<file path="src/hw/iir_pkg.sv">
// Biquad system package with widths, register map, Q format and bus structs
package iir_pkg;

  ////////////////////////////////////////////////////////////////////////////
  // widths
  ////////////////////////////////////////////////////////////////////////////

  localparam int APB_ADDR_W = 8;
  localparam int APB_DATA_W = 32;
  localparam int WAVE_W     = 16;
  localparam int COEF_W     = 32;
  localparam int Q_BITS     = 14;                    // fraction bits of coefficients
  localparam int PROD_W     = COEF_W + WAVE_W;       // one coefficient times one sample
  localparam int ACC_W      = PROD_W + 3;            // headroom for five terms
  localparam int DIV_CNT_W  = $clog2(APB_DATA_W);    // divider step counter

  typedef logic        [APB_DATA_W-1:0] apb_word_t;
  typedef logic        [APB_ADDR_W-1:0] apb_addr_t;
  typedef logic signed [WAVE_W-1:0]     wave_t;
  typedef logic signed [COEF_W-1:0]     coef_t;

  localparam apb_word_t SYS_CLK_HZ = 32'd250_000_000;

  localparam wave_t WAVE_MAX = 16'sh7fff;
  localparam wave_t WAVE_MIN = 16'sh8000;

  ////////////////////////////////////////////////////////////////////////////
  // register map
  ////////////////////////////////////////////////////////////////////////////

  localparam apb_addr_t REG_FS     = 8'h00;          // sampling frequency in Hz
  localparam apb_addr_t REG_BYPASS = 8'h04;          // bit 0 only
  localparam apb_addr_t REG_B0     = 8'h08;
  localparam apb_addr_t REG_B1     = 8'h0c;
  localparam apb_addr_t REG_B2     = 8'h10;
  localparam apb_addr_t REG_A1     = 8'h14;
  localparam apb_addr_t REG_A2     = 8'h18;
  localparam apb_addr_t REG_PERIOD = 8'h1c;          // read only

  ////////////////////////////////////////////////////////////////////////////
  // structs
  ////////////////////////////////////////////////////////////////////////////

  typedef struct packed {
    logic      psel;
    logic      penable;
    logic      pwrite;
    apb_addr_t paddr;
    apb_word_t pwdata;
  } apb_req_t;

  typedef struct packed {
    logic      pready;
    apb_word_t prdata;
  } apb_rsp_t;

  typedef struct packed {
    logic  bypass;
    coef_t b0;
    coef_t b1;
    coef_t b2;
    coef_t a1;
    coef_t a2;
  } iir_cfg_t;

  typedef struct packed {
    logic      start;
    apb_word_t dividend;
    apb_word_t divisor;
  } div_req_t;

  typedef struct packed {
    logic      done;
    logic      busy;
    apb_word_t quotient;
  } div_rsp_t;

endpackage

</file>
<file path="src/hw/long_divider.sv">
// Restoring shift-subtract divider, one quotient bit per clock over 32 cycles
`timescale 1ns/1ps
`default_nettype none

module long_divider import iir_pkg::*; (
  input  wire      clk,
  input  wire      rst_n,

  input  div_req_t req,
  output div_rsp_t rsp
);

  logic                 busy_q;
  logic [DIV_CNT_W-1:0] cnt_q;        // steps already registered
  apb_word_t            rem_q;        // partial remainder
  apb_word_t            quo_q;        // dividend bits out, quotient bits in
  apb_word_t            dsr_q;

  logic [APB_DATA_W:0]  trial;
  apb_word_t            rem_n;
  apb_word_t            quo_n;
  logic                 done;

  // one restoring step, the last one goes straight to the output
  always_comb begin
    trial = {rem_q, quo_q[APB_DATA_W-1]} - {1'b0, dsr_q};
    if (!trial[APB_DATA_W]) begin
      rem_n = trial[APB_DATA_W-1:0];
      quo_n = {quo_q[APB_DATA_W-2:0], 1'b1};
    end else begin
      rem_n = {rem_q[APB_DATA_W-2:0], quo_q[APB_DATA_W-1]};
      quo_n = {quo_q[APB_DATA_W-2:0], 1'b0};
    end
  end

  assign done = busy_q && (cnt_q == '1);   // 32nd step, 32 cycles after start

  always_ff @(posedge clk or negedge rst_n) begin
    if (!rst_n) begin
      busy_q <= 1'b0;
      cnt_q  <= '0;
    end else if (req.start) begin
      busy_q <= 1'b1;
      cnt_q  <= '0;
    end else if (busy_q) begin
      cnt_q <= cnt_q + 1'b1;
      if (done) begin
        busy_q <= 1'b0;
      end
    end
  end

  always_ff @(posedge clk) begin
    if (req.start) begin
      rem_q <= '0;
      quo_q <= req.dividend;
      dsr_q <= req.divisor;
    end else if (busy_q) begin
      rem_q <= rem_n;
      quo_q <= quo_n;
    end
  end

  assign rsp.done     = done;
  assign rsp.busy     = busy_q;
  assign rsp.quotient = (dsr_q == '0) ? '0 : quo_n;   // divide by zero gives 0

  // client may only launch into an idle divider
  start_when_idle: assert property (
    @(posedge clk) disable iff (!rst_n)
    req.start |-> !rsp.busy
  );

endmodule

`default_nettype wire

</file>
<file path="src/hw/sample_enable.sv">
// Sample strobe generator, divides clock rate by fs and strobes once per period
`timescale 1ns/1ps
`default_nettype none

module sample_enable import iir_pkg::*; (
  input  wire       clk,
  input  wire       rst_n,

  input  apb_word_t fs,
  input  wire       fs_written,
  output apb_word_t period,
  output logic      sample_en
);

  div_req_t  div_req;
  div_rsp_t  div_rsp;

  logic      pending_q;      // fs changed, division still owed
  logic      start_q;
  logic      run_q;          // strobing allowed
  apb_word_t period_q;
  apb_word_t cnt_q;

  logic      launch;
  logic      period_ok;

  assign launch    = pending_q && !div_rsp.busy && !start_q;
  assign period_ok = div_rsp.quotient >= 2;

  always_ff @(posedge clk or negedge rst_n) begin
    if (!rst_n) begin
      pending_q <= 1'b0;
      start_q   <= 1'b0;
      run_q     <= 1'b0;
      period_q  <= '0;
      cnt_q     <= '0;
    end else begin
      start_q <= launch;

      if (fs_written) begin
        pending_q <= 1'b1;
      end else if (launch) begin
        pending_q <= 1'b0;
      end

      // stale result while another fs waits, keep quiet
      if (fs_written) begin
        run_q <= 1'b0;
      end else if (div_rsp.done) begin
        run_q <= period_ok && !pending_q;
      end

      if (div_rsp.done) begin
        period_q <= div_rsp.quotient;
        cnt_q    <= div_rsp.quotient - 1'b1;
      end else if (run_q) begin
        cnt_q <= (cnt_q == '0) ? period_q - 1'b1 : cnt_q - 1'b1;   // reload
      end
    end
  end

  assign div_req.start    = start_q;
  assign div_req.dividend = SYS_CLK_HZ;
  assign div_req.divisor  = fs;

  long_divider long_divider_i0 (
    .clk   ( clk     ), // input
    .rst_n ( rst_n   ), // input
    .req   ( div_req ), // input
    .rsp   ( div_rsp )  // output
  );

  assign period    = period_q;
  assign sample_en = run_q && (cnt_q == '0);

  // strobes are at least two cycles apart
  no_back_to_back: assert property (
    @(posedge clk) disable iff (!rst_n)
    sample_en |=> !sample_en
  );

endmodule

`default_nettype wire

</file>
<file path="config.mk">
export PLATFORM = sky130hd
export DESIGN_NAME = sample_enable
export DESIGN_NICKNAME = d
export VERILOG_FILES = /design/src/hw/iir_pkg.sv /design/src/hw/long_divider.sv /design/src/hw/sample_enable.sv
export SDC_FILE = /design/constraint.sdc
export NUM_CORES = 1
export LEC_CHECK = 0
export BUFFER_PORTS_ARGS = -buffer_cell sky130_fd_sc_hd__clkbuf_2
export CAP_MARGIN = 20
export CORE_UTILIZATION = 60
export DETAILED_ROUTE_END_ITERATION = 7
export GPL_ROUTABILITY_DRIVEN = 0
export PLACE_DENSITY = 0.79
export SKIP_LAST_GASP = 1
export SYNTH_ARGS = -nofsm -noshare
export SYNTH_HDL_FRONTEND = slang
export SYNTH_SLANG_ARGS = --single-unit
export TNS_END_PERCENT = 5
</file>
<file path="constraint.sdc">
create_clock -name clk -period 5.3 [get_ports clk]
set_clock_uncertainty 0.05 [all_clocks]
set_input_delay 0.53 -clock clk [delete_from_list [all_inputs] [get_ports clk]]
set_output_delay 0.53 -clock clk [all_outputs]
set_load 0.01 [all_outputs]
</file>
* After elaboration in Yosys (flattened, before gate mapping) *
Cells that the tools add are included.

storage, ports and cells
  register bits = 169
  input bits = 35
  output and inout bits = 33
  logic and storage cells = 46

cells by class
  $add $sub $neg = 5
  order comparisons = 1
  equal/unequal tests = 1
  muxes and demuxes = 15
  reduce and logical (&&, ||, !) cells = 14

operators by type and width
  operator                 number
  $mux W32                 5
  $sub A32 B1 Y32 const B  3
  $logic_not A32 Y1        2
  $sub A33 B32 Y33         1
  $ge A32 B2 Y1 const B    1
  $mux W5                  2
  $mux W1                  8
  $reduce_bool A2 Y1       4
  $add A5 B1 Y5 const B    1
  $eq A5 B5 Y1 const B     1
  $logic_and A1 B1 Y1      5
  $logic_not A1 Y1         3

* Longest topological paths before layout *
  depth in word-level cells = 7
  mapped depth = 23
  mapped depth without buffers = 21

* Modules after synthesis *
From an unflattened synthesis, not the netlist that was laid out.

second synthesis, totals
  cells, all modules = 1134
  area, all modules = 10612.7 µm²

modules (own cells, without submodules)
  module         instances  cells each  area each (µm²)  seq. area each (µm²)
  long_divider   1          659         6472.5           2712.6
  sample_enable  1          475         4140.2           1676.6

* Worst setup path before layout *
No wires, ideal clock.

  path type = register to register
  start point = register long_divider_i0.cnt_q[0]
  end point = register cnt_q[26]
  library setup time = 137 ps
  arrival time = 4462 ps
  data required time = 5113 ps
  slack = 651 ps
  cell stages (with the launch flop) = 24
  path buffers = 8
  clock period less this slack = 4649 ps
  cell sequence = dfrtp_1 > ha_1 > and3_1 > ha_1 > and2_1 > clkbuf_1 > o21a_1 > buf_6 > buf_2 > buf_1 > buf_1 > buf_1 > clkbuf_1 > a21oi_1 > ha_1 > inv_1 > a21oi_1 > o211ai_1 > or4_1 > buf_2 > or3_4 > nor3_4 > xnor2_1 > a21oi_1

between the ends
  longest elaborated chain between the ends = 3
  elaborated cells between the ends (all ways) = 4
  classes of those cells = eq/ne (1); mux (1); reduce/logical (2)

ends and longest elaborated chain
  item                                            RTL line             RTL
  from (decl)                                     long_divider.sv:14   logic [DIV_CNT_W-1:0] cnt_q;
  from (signal assigned)                          long_divider.sv:46   cnt_q <= cnt_q + 1'b1;
  $eq A5 B5 Y1 *                                  long_divider.sv:36   assign done = busy_q && (cnt_q == '1);
  $logic_and A1 B1 Y1 *                           long_divider.sv:36
  $mux W32 or $reduce_bool A2 Y1 (tied branches)  -
  to (signal assigned)                            sample_enable.sv:55  cnt_q <= div_rsp.quotient - 1'b1;
  to (signal assigned)                            sample_enable.sv:57  cnt_q <= (cnt_q == '0) ? period_q - 1'b1 : cnt_q - 1'b1;
  to (decl)                                       sample_enable.sv:22  apb_word_t cnt_q;

Every way passes the cells marked *; elsewhere a longest branch is shown, timed or not.
A chain may end at the register's enable or synchronous reset.

* Worst setup path after layout *
  start point = register long_divider_i0.dsr_q[0]
  end point = register cnt_q[30]

between the ends
  longest elaborated chain between the ends = 5
  elaborated cells between the ends (all ways) = 6
  classes of those cells = add/sub (2); mux (3); reduce/logical (1)

ends and longest elaborated chain
  item                    RTL line             RTL
  from (decl)             long_divider.sv:17   apb_word_t dsr_q;
  from (signal assigned)  long_divider.sv:57   dsr_q <= req.divisor;
  $sub A33 B32 Y33        long_divider.sv:26   trial = {rem_q, quo_q[APB_DATA_W-1]} - {1'b0, dsr_q};
  $mux W1                 long_divider.sv:27   if (!trial[APB_DATA_W]) begin
  $mux W32 *              long_divider.sv:66   assign rsp.quotient = (dsr_q == '0) ? '0 : quo_n;
  $sub A32 B1 Y32 *       sample_enable.sv:55
  $mux W32 *              sample_enable.sv:53  if (div_rsp.done) begin

Marks and branches as above.

==> out/qor.yml <==
status: "finished, final reports clean"
yosys_most_used_dff: "dfrtp_1"
h-tree-depth: 4
clockRootBuffer: "clkbuf_16"
crit_slowest_cell: "or4_1"
synth-edff-count: 32
worstPathMaxFanout: 8
tightestPinTransition_ps: 980
drc: 0
clockBufferDepth: 2
rsz0062_at_grt: "no"
drv_cap: 0
insertedDiodeCount: 0
die_w_um: 129
place.detailed.hpwl_um: 15800
synth_area_um2: 9630
grt_pass1_vias: 7821
synthToLayoutAreaGrowth_pct: 10.9
grt_pass1_wl_um: 38400
synth_common_cells: "114 x nand2_1, 101 x nor2_1, 79 x a21oi_1, 75 x inv_1, 73 x dfrtp_1"
r2r-end: "cnt_q[30]"
grt_usage: 0.295
leakage_nw: 4.89
yosysSeqAreaShare: 0.423
cts-buffers-inserted: 17
synth-seq-cells: 169
synth_warnings: 0
fillers: 1253
synth_cell_types: 63
critPathLaunchType: "flop"
rr_worst_depth: 20
rows: 45
fp.dieArea_um2: 16600
start_util: 0.624
routed_wl_um: 23100
reg2reg_from: "long_divider_i0.dsr_q[0]"
yosysTopAreaCell: "dfrtp_1"
io_buffer_count: 67
final_core_util: 0.692
hp-class: "primary input to async pin"
clkTransAtPathRegs_ps: 70
cts_tree: "done"
avgViaCountPerCell: 6.11
grt_overflow: 0
slew_headroom: 0.347
startpoint: "long_divider_i0.dsr_q[0]"
grt_max_degree: 87
syn-num-nets: 1167
syn_area_per_cell_um2: 8.78
syn_inst: 1096
worstPathArrival_ps: 5120
antenna_found_initial: 0
criticalPathCategory: "flop to flop"
wl_per_cell_um: 17.0
yosysMostFrequentCell: "nand2_1"
netlist.area_leader.share: 0.190
end_kind: "flop"
crit_end: "cnt_q[30]"
cpPeakStageDelay_ps: 730
setup-tns-final_ps: 0
setup_viol_count_final: 0
slew_violations: 0
r2r_slack_ps: 400
period_share: 0.925
vias: 8290
fin_crit_ps: 4900
drt-initial-drc-count: 656
layout.nets: 1204
clock_latency_ps: 430
drt-pass1-iter-count: 5
async_reset_ff_frac: 0.432
io_pins: 68
drive_gt1_frac: 0.117
cp_data_required_time_ps: 5520
cpMostUsedCell: "a21oi_1"
hold_viol: 0
fmax_mhz: 204
ant_nets: 0
core_um2: 15400
p_per_area_nw_per_um2: 240
yosys-top-cells-area: "dfrtp_1 19%, dfxtp_1 13%, edfxtp_1 10%, ha_1 4.5%, nand2_1 4.4%"
clock_sinks: 169
crit_chain: "ha_1 > fa_1 > nor2b_1 > o31a_1 > o221ai_1 > a211oi_2 > o21bai_1 > a21oi_1 > nor2b_2 > nand2_1 > a21o_1 > ha_1 > inv_1 > a21oi_1 > o211ai_1 > or4_1 > or3_4 > nor2_2 > xnor2_1 > a21oi_1"
ir_worst_vdd_v: 0.000266
die_h_um: 129
## area by class of cell
| cell class | instances | area (um^2) | area share |
|---|---|---|---|
| Tap cell | 211 | 264 | 0.0247 |
| Clock inverter | 9 | 86.3 | 0.00809 |
| Timing Repair Buffer | 80 | 435 | 0.0408 |
| Multi-Input combinational cell | 790 | 5040 | 0.472 |
| Inverter | 75 | 282 | 0.0264 |
| Sequential cell | 169 | 4080 | 0.382 |
| Clock buffer | 23 | 489 | 0.0458 |
## metrics by stage
stage          setup WS (ps)  instance area [um^2]  hold slack (ps)  std cells  total power [mW]
3_5_place_dp             308                 10100              434       1325              1.37
4_1_cts                  281                 10700              212       1357              2.58
2_1_floorplan            651                  9630              184       1096              1.34
6_report                 398                 10700              183       1357              2.56
3_3_place_gp             498                 10100              431       1325              1.37
5_1_grt                 80.2                 10700              207       1357              2.64
## where the power goes
| part | total (mW) | internal, mW | switching, mW |
|---|---|---|---|
| combinational | 0.0234 | 0.00896 | 0.0145 |
| clock | 1.22 | 0.703 | 0.518 |
| sequential | 1.32 | 1.32 | 0.00000819 |
## cell usage in the layout, fill, tap and decap left out, types with 23 or more instances in the layout
master / instances
a21oi_1: 79
a22o_1: 23
a311oi_1: 23
clkbuf_2: 66
dfrtp_1: 71
dfxtp_1: 64
edfxtp_1: 32
ha_1: 35
inv_1: 75
mux2i_1: 24
nand2_1: 114
nor2_1: 101
nor4_1: 27
o21ai_0: 47
o31ai_1: 24
xnor2_1: 31
## timing repair
item / in CTS / in global routing
hold buffers: 0 / 0
buffers inserted: 0 / 0
resized for setup: 0 / 1
setup endpoints to repair: 0 / 3
## sequential cells by signal (all words and copies together) (netlist names)
signal / cells
cnt_q: 32
long_divider_i0.busy_q: 1
long_divider_i0.cnt_q: 5
long_divider_i0.dsr_q: 32
long_divider_i0.quo_q: 32
long_divider_i0.rem_q: 32
pending_q: 1
period: 32
run_q: 1
start_q: 1
## per-layer routing
| metal | share of wire | routed length [um] | track usage | up-vias |
|---|---|---|---|---|
| li1 | - | - | - | 4008 |
| met1 | 0.44 | 10300 | 0.391 | 3914 |
| met2 | 0.47 | 10900 | 0.477 | 314 |
| met3 | 0.055 | 1270 | 0.0486 | 54 |
| met4 | 0.029 | 662 | 0.131 | 0 |
| met5 | 0 | 0 | 0 | - |
## worst min-delay path by stage
stage	start	endpoint	slack [ps]	cells after the start
after floorplan	rst_n	cnt_q[0]	180	0
after global placement	long_divider_i0.rem_q[13]	long_divider_i0.rem_q[13]	430	2
after detailed placement	long_divider_i0.rem_q[13]	long_divider_i0.rem_q[13]	430	2
after CTS	fs[7]	long_divider_i0.dsr_q[7]	210	1
after global routing	fs[7]	long_divider_i0.dsr_q[7]	210	1
final	rst_n	cnt_q[8]	180	1
## worst max-delay path: cells and delay by family, from the launching register on
kind / cells / cell delay [ps]
compound gates: 9 / 1550
xor+xnor: 1 / 130
fa+ha+maj: 3 / 850
buf+inv: 1 / 60
flops: 1 / 400
simple gates: 6 / 1680
## cells by family after synthesis
group	share of synthesized area
mux	0.0296
fa+ha+maj	0.0476
compound gates	0.214
buf+inv	0.0548
flops	0.423
simple gates	0.186
xor+xnor	0.0455
Note: power is estimated with default switching activity, not from simulation.
