`src/hw/iir_pkg.sv`:
```
// Biquad system package with widths, register map, Q format and bus structs
package iir_pkg;

  ////////////////////////////////////////////////////////////////////////////
  // widths
  ////////////////////////////////////////////////////////////////////////////

  localparam int APB_ADDR_W = 8;
  localparam int APB_DATA_W = 32;
  localparam int WAVE_W     = 16;
  localparam int COEF_W     = 32;
  localparam int Q_BITS     = 14;                    // fraction bits of coefficients
  localparam int PROD_W     = COEF_W + WAVE_W;       // one coefficient times one sample
  localparam int ACC_W      = PROD_W + 3;            // headroom for five terms
  localparam int DIV_CNT_W  = $clog2(APB_DATA_W);    // divider step counter

  typedef logic        [APB_DATA_W-1:0] apb_word_t;
  typedef logic        [APB_ADDR_W-1:0] apb_addr_t;
  typedef logic signed [WAVE_W-1:0]     wave_t;
  typedef logic signed [COEF_W-1:0]     coef_t;

  localparam apb_word_t SYS_CLK_HZ = 32'd250_000_000;

  localparam wave_t WAVE_MAX = 16'sh7fff;
  localparam wave_t WAVE_MIN = 16'sh8000;

  ////////////////////////////////////////////////////////////////////////////
  // register map
  ////////////////////////////////////////////////////////////////////////////

  localparam apb_addr_t REG_FS     = 8'h00;          // sampling frequency in Hz
  localparam apb_addr_t REG_BYPASS = 8'h04;          // bit 0 only
  localparam apb_addr_t REG_B0     = 8'h08;
  localparam apb_addr_t REG_B1     = 8'h0c;
  localparam apb_addr_t REG_B2     = 8'h10;
  localparam apb_addr_t REG_A1     = 8'h14;
  localparam apb_addr_t REG_A2     = 8'h18;
  localparam apb_addr_t REG_PERIOD = 8'h1c;          // read only

  ////////////////////////////////////////////////////////////////////////////
  // structs
  ////////////////////////////////////////////////////////////////////////////

  typedef struct packed {
    logic      psel;
    logic      penable;
    logic      pwrite;
    apb_addr_t paddr;
    apb_word_t pwdata;
  } apb_req_t;

  typedef struct packed {
    logic      pready;
    apb_word_t prdata;
  } apb_rsp_t;

  typedef struct packed {
    logic  bypass;
    coef_t b0;
    coef_t b1;
    coef_t b2;
    coef_t a1;
    coef_t a2;
  } iir_cfg_t;

  typedef struct packed {
    logic      start;
    apb_word_t dividend;
    apb_word_t divisor;
  } div_req_t;

  typedef struct packed {
    logic      done;
    logic      busy;
    apb_word_t quotient;
  } div_rsp_t;

endpackage

```
`src/hw/iir_apb_regs.sv`:
```
// APB3 slave holding the biquad configuration registers and their readback
`timescale 1ns/1ps
`default_nettype none

module iir_apb_regs import iir_pkg::*; (
  input  wire       clk,
  input  wire       rst_n,

  input  apb_req_t  apb_req,
  output apb_rsp_t  apb_rsp,

  input  apb_word_t period,       // derived sample period, read only
  output iir_cfg_t  cfg,
  output apb_word_t fs,
  output logic      fs_written
);

  iir_cfg_t  cfg_q;
  apb_word_t fs_q;
  logic      fs_written_q;

  logic      wr_en;
  logic      rd_en;
  apb_word_t rd_data;

  // write commits in the access phase, no wait states
  assign wr_en = apb_req.psel && apb_req.penable && apb_req.pwrite;
  assign rd_en = apb_req.psel && !apb_req.pwrite;

  ////////////////////////////////////////////////////////////////////////////
  // write side
  ////////////////////////////////////////////////////////////////////////////

  always_ff @(posedge clk or negedge rst_n) begin
    if (!rst_n) begin
      cfg_q        <= '0;
      fs_q         <= '0;
      fs_written_q <= 1'b0;
    end else begin
      fs_written_q <= wr_en && (apb_req.paddr == REG_FS);   // lands with new fs
      if (wr_en) begin
        case (apb_req.paddr)
          REG_FS:     fs_q         <= apb_req.pwdata;
          REG_BYPASS: cfg_q.bypass <= apb_req.pwdata[0];
          REG_B0:     cfg_q.b0     <= coef_t'(apb_req.pwdata);
          REG_B1:     cfg_q.b1     <= coef_t'(apb_req.pwdata);
          REG_B2:     cfg_q.b2     <= coef_t'(apb_req.pwdata);
          REG_A1:     cfg_q.a1     <= coef_t'(apb_req.pwdata);
          REG_A2:     cfg_q.a2     <= coef_t'(apb_req.pwdata);
          default:    ;                                      // unmapped, dropped
        endcase
      end
    end
  end

  ////////////////////////////////////////////////////////////////////////////
  // read side
  ////////////////////////////////////////////////////////////////////////////

  always_comb begin
    rd_data = '0;
    case (apb_req.paddr)
      REG_FS:     rd_data = fs_q;
      REG_BYPASS: rd_data = {{(APB_DATA_W-1){1'b0}}, cfg_q.bypass};
      REG_B0:     rd_data = apb_word_t'(cfg_q.b0);
      REG_B1:     rd_data = apb_word_t'(cfg_q.b1);
      REG_B2:     rd_data = apb_word_t'(cfg_q.b2);
      REG_A1:     rd_data = apb_word_t'(cfg_q.a1);
      REG_A2:     rd_data = apb_word_t'(cfg_q.a2);
      REG_PERIOD: rd_data = period;
      default:    rd_data = '0;                              // holes read zero
    endcase
  end

  assign apb_rsp.pready = 1'b1;
  assign apb_rsp.prdata = rd_en ? rd_data : '0;

  assign cfg        = cfg_q;
  assign fs         = fs_q;
  assign fs_written = fs_written_q;

  // master must hold psel through the access phase
  penable_needs_psel: assert property (
    @(posedge clk) disable iff (!rst_n)
    apb_req.penable |-> apb_req.psel
  );

endmodule

`default_nettype wire

```
`config.mk`:
```
export PLATFORM = sky130hd
export DESIGN_NAME = iir_apb_regs
export DESIGN_NICKNAME = d
export VERILOG_FILES = /design/src/hw/iir_pkg.sv /design/src/hw/iir_apb_regs.sv
export SDC_FILE = /design/constraint.sdc
export NUM_CORES = 1
export LEC_CHECK = 0
export ABC_CLOCK_PERIOD_IN_PS = 2600
export BUFFER_PORTS_ARGS = -buffer_cell sky130_fd_sc_hd__buf_2
export CAP_MARGIN = 0
export CORE_MARGIN = 2
export CORE_UTILIZATION = 38
export CTS_CLUSTER_SIZE = 30
export DETAILED_ROUTE_END_ITERATION = 7
export PLACE_DENSITY = 0.72
export SYNTH_ARGS = -nofsm -noshare
export SYNTH_HDL_FRONTEND = slang
export SYNTH_SLANG_ARGS = --single-unit
```
`constraint.sdc`:
```
create_clock -name clk -period 2.6 [get_ports clk]
set_input_delay 0.39 -clock clk [delete_from_list [all_inputs] [get_ports clk]]
set_output_delay 0.39 -clock clk [all_outputs]
set_load 0.05 [all_outputs]
```
Yosys cells after proc, flatten, opt, wreduce, memory -nomap -nowiden
Cells that the tools add are included.

Bits in registers: 194. Output and inout bits: 227. Word-level logic and storage cells: 30.

Equality and inequality tests: 7. Multiplexer cells: 2. Reductions and logical operators: 13.

Operators with widths (count): $pmux W32 S8 (1); $eq A8 B5 Y1 const B (4); $mux W32 (1); $eq A8 B4 Y1 const B (2); $reduce_and A2 Y1 (7); $eq A8 B3 Y1 const B (1); $logic_not A8 Y1 (1); $logic_and A1 B1 Y1 (4); $logic_not A1 Y1 (1).

Depth between registers and ports, before layout
Gate-level depths: netlist of run 1.

Depth after elaboration: 3. Gate-level depth with buffers: 7. Mapped depth without buffers: 4.

Worst setup path after synthesis of run 1
No wires, ideal clock.

Path kind: input -> output. Start: input apb_req[35] (netlist name). End: output apb_rsp[0] (netlist name). Data arrival time: 2.436 ns. Required time: 2.210 ns. Path slack: -0.226 ns. Stages: 6. Buffers on the path: 2. Cell sequence: buf_2 or4b_1 buf_6 o221ai_1 a21oi_1 nor3_1.

RTL lines: start, declared (RTL line iir_apb_regs.sv:9) `input apb_req_t apb_req,`; end, declared (RTL line iir_apb_regs.sv:10) `output apb_rsp_t apb_rsp,`.

==> summary.txt, run 1 <==
Outcome
  • Status: finished, final reports clean

Critical path
  • Setup crit start kind: input port
  • Worst endpoint data arrival time: 2110 ps
  • Length in cells of the worst reg-to-reg path: 1
  • Crit Path Class: input port to primary output
  • CP peak stage delay: 600 ps
  • R2R setup slack: 1790 ps
  • Kind of end point of the critical path: primary output
  • Data required time of the critical path: 2210 ps
  • Worst path cell trace: buf_2 -> or4b_1 -> buf_12 -> nor2_8 -> buf_12 -> nand2_1 -> a21oi_2 -> buf_2
  • CP max stage cell: or4b_1
  • Worst reg2reg path endpoint: cfg[158]$_DFFE_PN0P_
  • Max FO, Critical Path: 13
  • Reg2reg start: cfg[158]$_DFFE_PN0P_

Place
  • Dpl cell area: 11,700 um^2
  • Place WS: 105 ps
  • PortBufs: 302
  • DP HPWL: 21,100 um
  • Placed Cells: 1,308
  • Gpl congestion: 0.827

Logic synthesis
  • Post-synthesis cell area: 9390 um^2
  • Synth unique cells: 37
  • Ys Warns: 0
  • Synth area leaders: dfrtp_1, mux2_2, mux2i_1
  • Syn nets: 765
  • Seq cells post-synth: 194
  • Post-synth top area cell: dfrtp_1
  • Synthesized area per cell: 13.6 um^2
  • Yosys top cell area share: 0.517
  • Sequential element share of the synthesized area: 0.517
  • Gate Count Post-Synth: 688

Layout
  • Final Non-Filler Cells: 1,340
  • Most frequent cells in the layout: buf_2, dfrtp_1, mux2_2, mux2i_1, mux2_4
  • Fillers: 2,149
  • Most common cell after layout, fill and taps aside: buf_2
  • Nets: 1,081
  • Footprint of the multi-input gates: 4380 um^2
  • Diode count: 0
  • Layout Area Growth over Synthesis: 30.8%
  • Flip-flop and latch area: 4850 um^2
  • Share of layout cells above drive strength 1: 0.611
  • Final Cell Area: 12,300 um^2

Global routing
  • Largest net degree at the start of global routing: 65
  • Gr ovfl total: 0
  • Number of global-route vias before repair: 7,294
  • Global-route wire length before repair: 44,400 um
  • Tot GR Track Use: 0.225
  • Initial antenna violation count: 1

Clock network
  • Max Root-Sink Buffers: 2
  • CTS Buf Count: 17
  • Clk Latency, worst-skew pair: 420 ps
  • CTS hold repair buffers: 1
  • CTS tree: built
  • Clock Pin Slew Worst Setup and Hold Paths: 70 ps
  • Post-CTS resize count: 0
  • Clock Sinks: 194
  • H-tree depth: 4
  • Number of setup buffers added after CTS: 0
  • Root Buffer: clkbuf_16

STA
  • Max Fclk: 0.401 GHz
  • Max_slew headroom: 0.617
  • Unrepaired setup endpoints after global routing: false
  • Final period util: 0.960
  • Final Skew: 0 ps
  • Max-slew violations: 0
  • Setup_tns: 0 ps
  • Final number of hold-violating endpoints: 0
  • Final Worst Setup Slack: 103 ps
  • Slew @ Worst Pin: 575 ps
  • # setup viols final: 0
  • Minimum clock period: 2500 ps

Drt
  • Initial DRC count: 387
  • Vias per cell: 5.32
  • Post-route ant nets: 0
  • Via count: 7,135
  • DRC viols: 0
  • Drt total wl: 29,500 um
  • First drt pass iteration count: 6
  • DR WL/cell: 22.0 um

Worst hold path
  • Hold depth: 2
  • Worst hold path class: input port to register
  • WHS Endpoint: cfg[74]$_DFFE_PN0P_
  • Hold path startpoint: apb_req[10]

Power and ir drop
  • Static leakage: 0.00668 uW
  • Design Power: 6390 uW
  • Pwr dens: 520 nW/um^2
  • VDD IR max: 0.358 mV

Die
  • Core Rows: 57
  • Initial core utilization: 0.386
  • Core area: 24,300 um^2
  • DIE HEIGHT: 161 um
  • DIE WIDTH: 161 um
  • # IOs: 304
  • Die ar.: 26,000 um^2

Run
  • # Max-Cap Violations: 0
## metal layers
layer,part of all wire,wire (um),track usage,vias to the layer above
met5,0.00044,13,0,-
met4,0.016,471,0.0605,2
met1,0.43,12700,0.294,3656
met2,0.49,14400,0.377,277
met3,0.067,1960,0.0506,38
li1,-,-,-,3162
## where the power goes
group / internal (uW) / switching [uW]
logic: 207 / 439
clock network: 1380 / 1260
registers: 3060 / 37.1
total: 4650 / 1740
## cell type report
cell class	instances	area share
Timing Repair Buffer	345	0.167
Clock buffer	18	0.0358
Inverter	2	0.000612
Tap cell	324	0.0330
Clock inverter	13	0.0115
Multi-Input combinational cell	444	0.357
Sequential cell	194	0.395
## kinds of logic (layout without fill, tap and decap cells)
group,Yosys count,after routing,share of synthesized area
and+or+nand+nor,59,59,0.0355
buffers and inverters,50,378,0.0299
DFF,194,194,0.517
AOI/OAI and AO/OA,95,95,0.0610
muxes,289,289,0.356
other,1,1,0.000399
## flip-flops by register name, summed over array words and instances, names as in the netlist
register and flops:
cfg 161, fs_written 1, fs 32
## worst max-delay path by stage
stage	startpoint	cells past startpoint	end	slack [ps]
floorplan	apb_req[35]	7	apb_rsp[15]	40
global placement	apb_req[33]	8	apb_rsp[13]	140
detailed placement	apb_req[33]	8	apb_rsp[13]	110
CTS	apb_req[33]	8	apb_rsp[13]	100
global route	apb_req[33]	8	apb_rsp[17]	50
finish	apb_req[33]	8	apb_rsp[13]	100
## cells in the mapped netlist
| master | count |
|---|---|
| mux2_4 | 50 |
| nor4b_2 | 1 |
| nor3_1 | 1 |
| o221ai_1 | 1 |
| buf_6 | 8 |
| or3b_2 | 1 |
| and3_1 | 2 |
| or4b_2 | 1 |
| mux2i_1 | 79 |
| buf_1 | 5 |
| a221oi_1 | 1 |
| nor3_2 | 2 |
| a31oi_1 | 1 |
| nand3b_1 | 1 |
| dfrtp_1 | 194 |
| nor4_1 | 2 |
| nor4_2 | 1 |
| nand4bb_1 | 1 |
| nand3_1 | 2 |
| inv_1 | 2 |
| conb_1 | 1 |
| nor2_1 | 21 |
| o2bb2ai_1 | 14 |
| buf_4 | 4 |
| mux2_1 | 5 |
| clkbuf_1 | 17 |
| nand2b_1 | 1 |
| nor3_4 | 1 |
| buf_2 | 14 |
| or2_2 | 1 |
| a21oi_1 | 49 |
| nor2_8 | 1 |
| o22ai_1 | 29 |
| mux2_2 | 155 |
| nand2_1 | 17 |
| or4b_1 | 1 |
| nand2_2 | 1 |
## critical path, delay by kind of cell
| kind | cells | cell delay, ps |
|---|---|---|
| buffers and inverters | 4 | 780 |
| AO/OA/AOI/OAI | 1 | 130 |
| AND/OR/NAND/NOR | 3 | 800 |
## per-stage QoR
stage                     utilization  hold WS [ps]
after floorplan                     -          94.4
after global routing            0.505           250
final                           0.505           260
after CTS                       0.505           235
after global placement          0.480           433
after detailed placement        0.480           433
(Power assumes the default switching activity.)
==> run 2: changes to the inputs <==
--- a/config.mk
+++ b/config.mk
@@ -8,6 +8,7 @@
 export ABC_CLOCK_PERIOD_IN_PS = 2600
 export BUFFER_PORTS_ARGS = -buffer_cell sky130_fd_sc_hd__buf_2
 export CAP_MARGIN = 0
+export CORE_ASPECT_RATIO = 1.5
 export CORE_MARGIN = 2
 export CORE_UTILIZATION = 38
 export CTS_CLUSTER_SIZE = 30
==> run 2 against run 1 <==
Against the previous run:
- core utilization rose by 0.14 points
- sequential power about the same
- critical path type unchanged
- the run now ends with negative hold slack left
- critical path depth is the same
- sequential cell count stayed put
- register-to-register slack worse by 40 ps
- count of clock-buffer cells in the layout is 1 higher
- total power is 2.4% higher
- hold slack got worse by 290 ps
- wire length increased by 0.84%
- worst setup slack gained 6.5 ps
- clock power rose by 6%
- combinational power hardly changed
==> summary.txt, run 2 (same netlist as run 1, synthesis figures left out) <==
Place
  • PortBufs: 302 (unchanged)
  • Placed Cells: 1,312 (was 1,308)
  • DP HPWL: 21,500 um (was 21,100 um)
  • Gpl congestion: 0.811 (was 0.827)
  • Dpl cell area: 11,700 um^2 (about the same)

Critical path
  • Data required time of the critical path: 2210 ps (about the same)
  • Reg2reg start: cfg[70]$_DFFE_PN0P_ (was cfg[158]$_DFFE_PN0P_)
  • Max FO, Critical Path: 16 (was 13)
  • Worst endpoint data arrival time: 2100 ps (was 2110 ps)
  • Kind of end point of the critical path: primary output (unchanged)
  • R2R setup slack: 1750 ps (was 1790 ps)
  • Worst reg2reg path endpoint: cfg[70]$_DFFE_PN0P_ (was cfg[158]$_DFFE_PN0P_)
  • Crit Path Class: input port to primary output (unchanged)
  • Length in cells of the worst reg-to-reg path: 1 (unchanged)
  • Setup crit start kind: input port (unchanged)

Die
  • DIE HEIGHT: 197 um (was 161 um)
  • # IOs: 304 (unchanged)
  • Core area: 24,300 um^2 (about the same)
  • Initial core utilization: 0.386 (about the same)
  • Core Rows: 70 (was 57)
  • DIE WIDTH: 132 um (was 161 um)
  • Die ar.: 26,000 um^2 (about the same)

Power and ir drop
  • Internal Dissipation: 4850 uW (was 4650 uW)
  • VDD IR max: 0.545 mV (was 0.358 mV)
  • Clk network pwr share: 0.428 (was 0.414)
  • Sw frac: 0.259 (was 0.272)
  • Pwr dens: 531 nW/um^2 (was 520 nW/um^2)
  • Net Switching: 1690 uW (was 1740 uW)
  • Sequential Power Share: 0.473 (was 0.485)
  • Static leakage: 0.00673 uW (was 0.00668 uW)
  • Combinational share of power: 0.099 (was 0.101)

Outcome
  • Status: finished, violations left (was finished, final reports clean)
  • Violated checks: negative hold slack

STA
  • Final period util: 0.958 (was 0.960)
  • Setup_tns: 0 ps (unchanged)
  • Minimum clock period: 2490 ps (was 2500 ps)
  • Max Fclk: 0.402 GHz (was 0.401 GHz)
  • Final Skew: 0 ps (unchanged)
  • Final number of hold-violating endpoints: 9 (was 0)
  • Hold slack: -26.5 ps (was 260 ps)
  • # setup viols final: 0 (unchanged)
  • Max-slew violations: 0 (unchanged)
  • Slew @ Worst Pin: 690 ps (was 575 ps)
  • Unrepaired setup endpoints after global routing: false (unchanged)
  • Max_slew headroom: 0.540 (was 0.617)

Global routing
  • Gr ovfl total: 0 (unchanged)
  • Largest net degree at the start of global routing: 80 (was 65)
  • Initial antenna violation count: 0 (was 1)
  • Number of global-route vias before repair: 7,491 (was 7,294)
  • Tot GR Track Use: 0.228 (was 0.225)
  • Global-route wire length before repair: 44,500 um (was 44,400 um)

Layout
  • Max FFs per register: 161 (unchanged)
  • Final Non-Filler Cells: 1,344 (was 1,340)
  • Layout Area Growth over Synthesis: 31.3% (was 30.8%)
  • Flip-flop and latch area: 4850 um^2 (unchanged)
  • Final Cell Area: 12,300 um^2 (about the same)
  • Share of layout cells above drive strength 1: 0.614 (was 0.611)
  • Diode count: 0 (unchanged)
  • Most frequent cells in the layout: buf_2, dfrtp_1, mux2_2, mux2i_1, mux2_4 (unchanged)
  • Nets: 1,084 (was 1,081)
  • Most common cell after layout, fill and taps aside: buf_2 (unchanged)
  • Footprint of the multi-input gates: 4380 um^2 (unchanged)
  • Fillers: 2,190 (was 2,149)

Drt
  • Post-route ant nets: 0 (unchanged)
  • Initial DRC count: 243 (was 387)
  • DRC viols: 0 (unchanged)
  • Via count: 7,049 (was 7,135)
  • First drt pass iteration count: 5 (was 6)
  • Drt total wl: 29,700 um (was 29,500 um)
  • Vias per cell: 5.24 (was 5.32)
  • DR WL/cell: 22.1 um (was 22.0 um)

Clock network
  • CTS hold repair buffers: 0 (was 1)
  • CTS tree: built (unchanged)
  • Number of setup buffers added after CTS: 0 (unchanged)
  • CTS Buf Count: 17 (unchanged)
  • Max Root-Sink Buffers: 2 (unchanged)
  • Clock Pin Slew Worst Setup and Hold Paths: 70 ps (about the same)
  • Post-CTS resize count: 0 (unchanged)
  • Clock Sinks: 194 (unchanged)
  • Clk Latency, worst-skew pair: 430 ps (was 420 ps)
  • H-tree depth: 4 (unchanged)
  • Root Buffer: clkbuf_16 (unchanged)

Run
  • # Max-Cap Violations: 0 (unchanged)

Worst hold path
  • Worst hold path class: input port to async pin (was input port to register)
run 2: changes by cell type in the layout (fill, tap and decap cells not counted), sizes merged:
| cell | delta |
|---|---|
| clkinv | +1 |
| bufinv | +2 |
| clkbuf | +1 |
| buf | +4 |
| dlygate4sd3 | -1 |
| clkinvlp | -1 |
| inv | -2 |
run 2: area by class of cell:
type                            instances  share of cell area
Clock buffer                           19              0.0368
Clock inverter                         13              0.0139
Inverter                                2            0.000609
Multi-Input combinational cell        444               0.355
Sequential cell                       194               0.394
Tap cell                              324              0.0329
Timing Repair Buffer                  348               0.167
run 2: metrics by stage:
step,hold slack (ps),power (uW),setup WS [ps],utilization
floorplan,94.4,3490,40.8,-
global placement,477,3800,146,0.481
detailed placement,482,3800,109,0.481
CTS,3.75,6610,106,0.506
global route,23.8,6770,33.7,0.506
finish,-26.5,6540,110,0.506
run 2: power by group through the flow:
stage,registers (uW),logic (uW),clock network [uW]
CTS,3100,649,2860
floorplan,3310,188,0
global placement,3150,643,0
finish,3100,645,2800
global route,3100,682,2980
detailed placement,3160,649,0
run 2: how the worst max path moves through the flow:
stage | from | slack (ps) | cells past startpoint | endpoint
final | apb_req[33] | 110 | 8 | apb_rsp[29]
after global routing | apb_req[33] | 30 | 8 | apb_rsp[29]
after CTS | apb_req[33] | 110 | 8 | apb_rsp[14]
after detailed placement | apb_req[33] | 110 | 8 | apb_rsp[14]
after global placement | apb_req[35] | 150 | 7 | apb_rsp[30]
after floorplan | apb_req[35] | 40 | 7 | apb_rsp[15]
run 2: critical path, stage by stage:
cell     delay, ps
buf_2          140
or4b_1         600
buf_12         210
nor2_8         120
buf_12         150
a21oi_1         80
a21oi_2        130
buf_2          270
run 2: routing by layer:
layer | GRT usage | wire [um] | up-vias
li1 | - | - | 3165
met4 | 0.112 | 1270 | 0
met5 | 0 | 0 | -
met1 | 0.268 | 11800 | 3570
met3 | 0.0360 | 1250 | 67
met2 | 0.403 | 15400 | 247
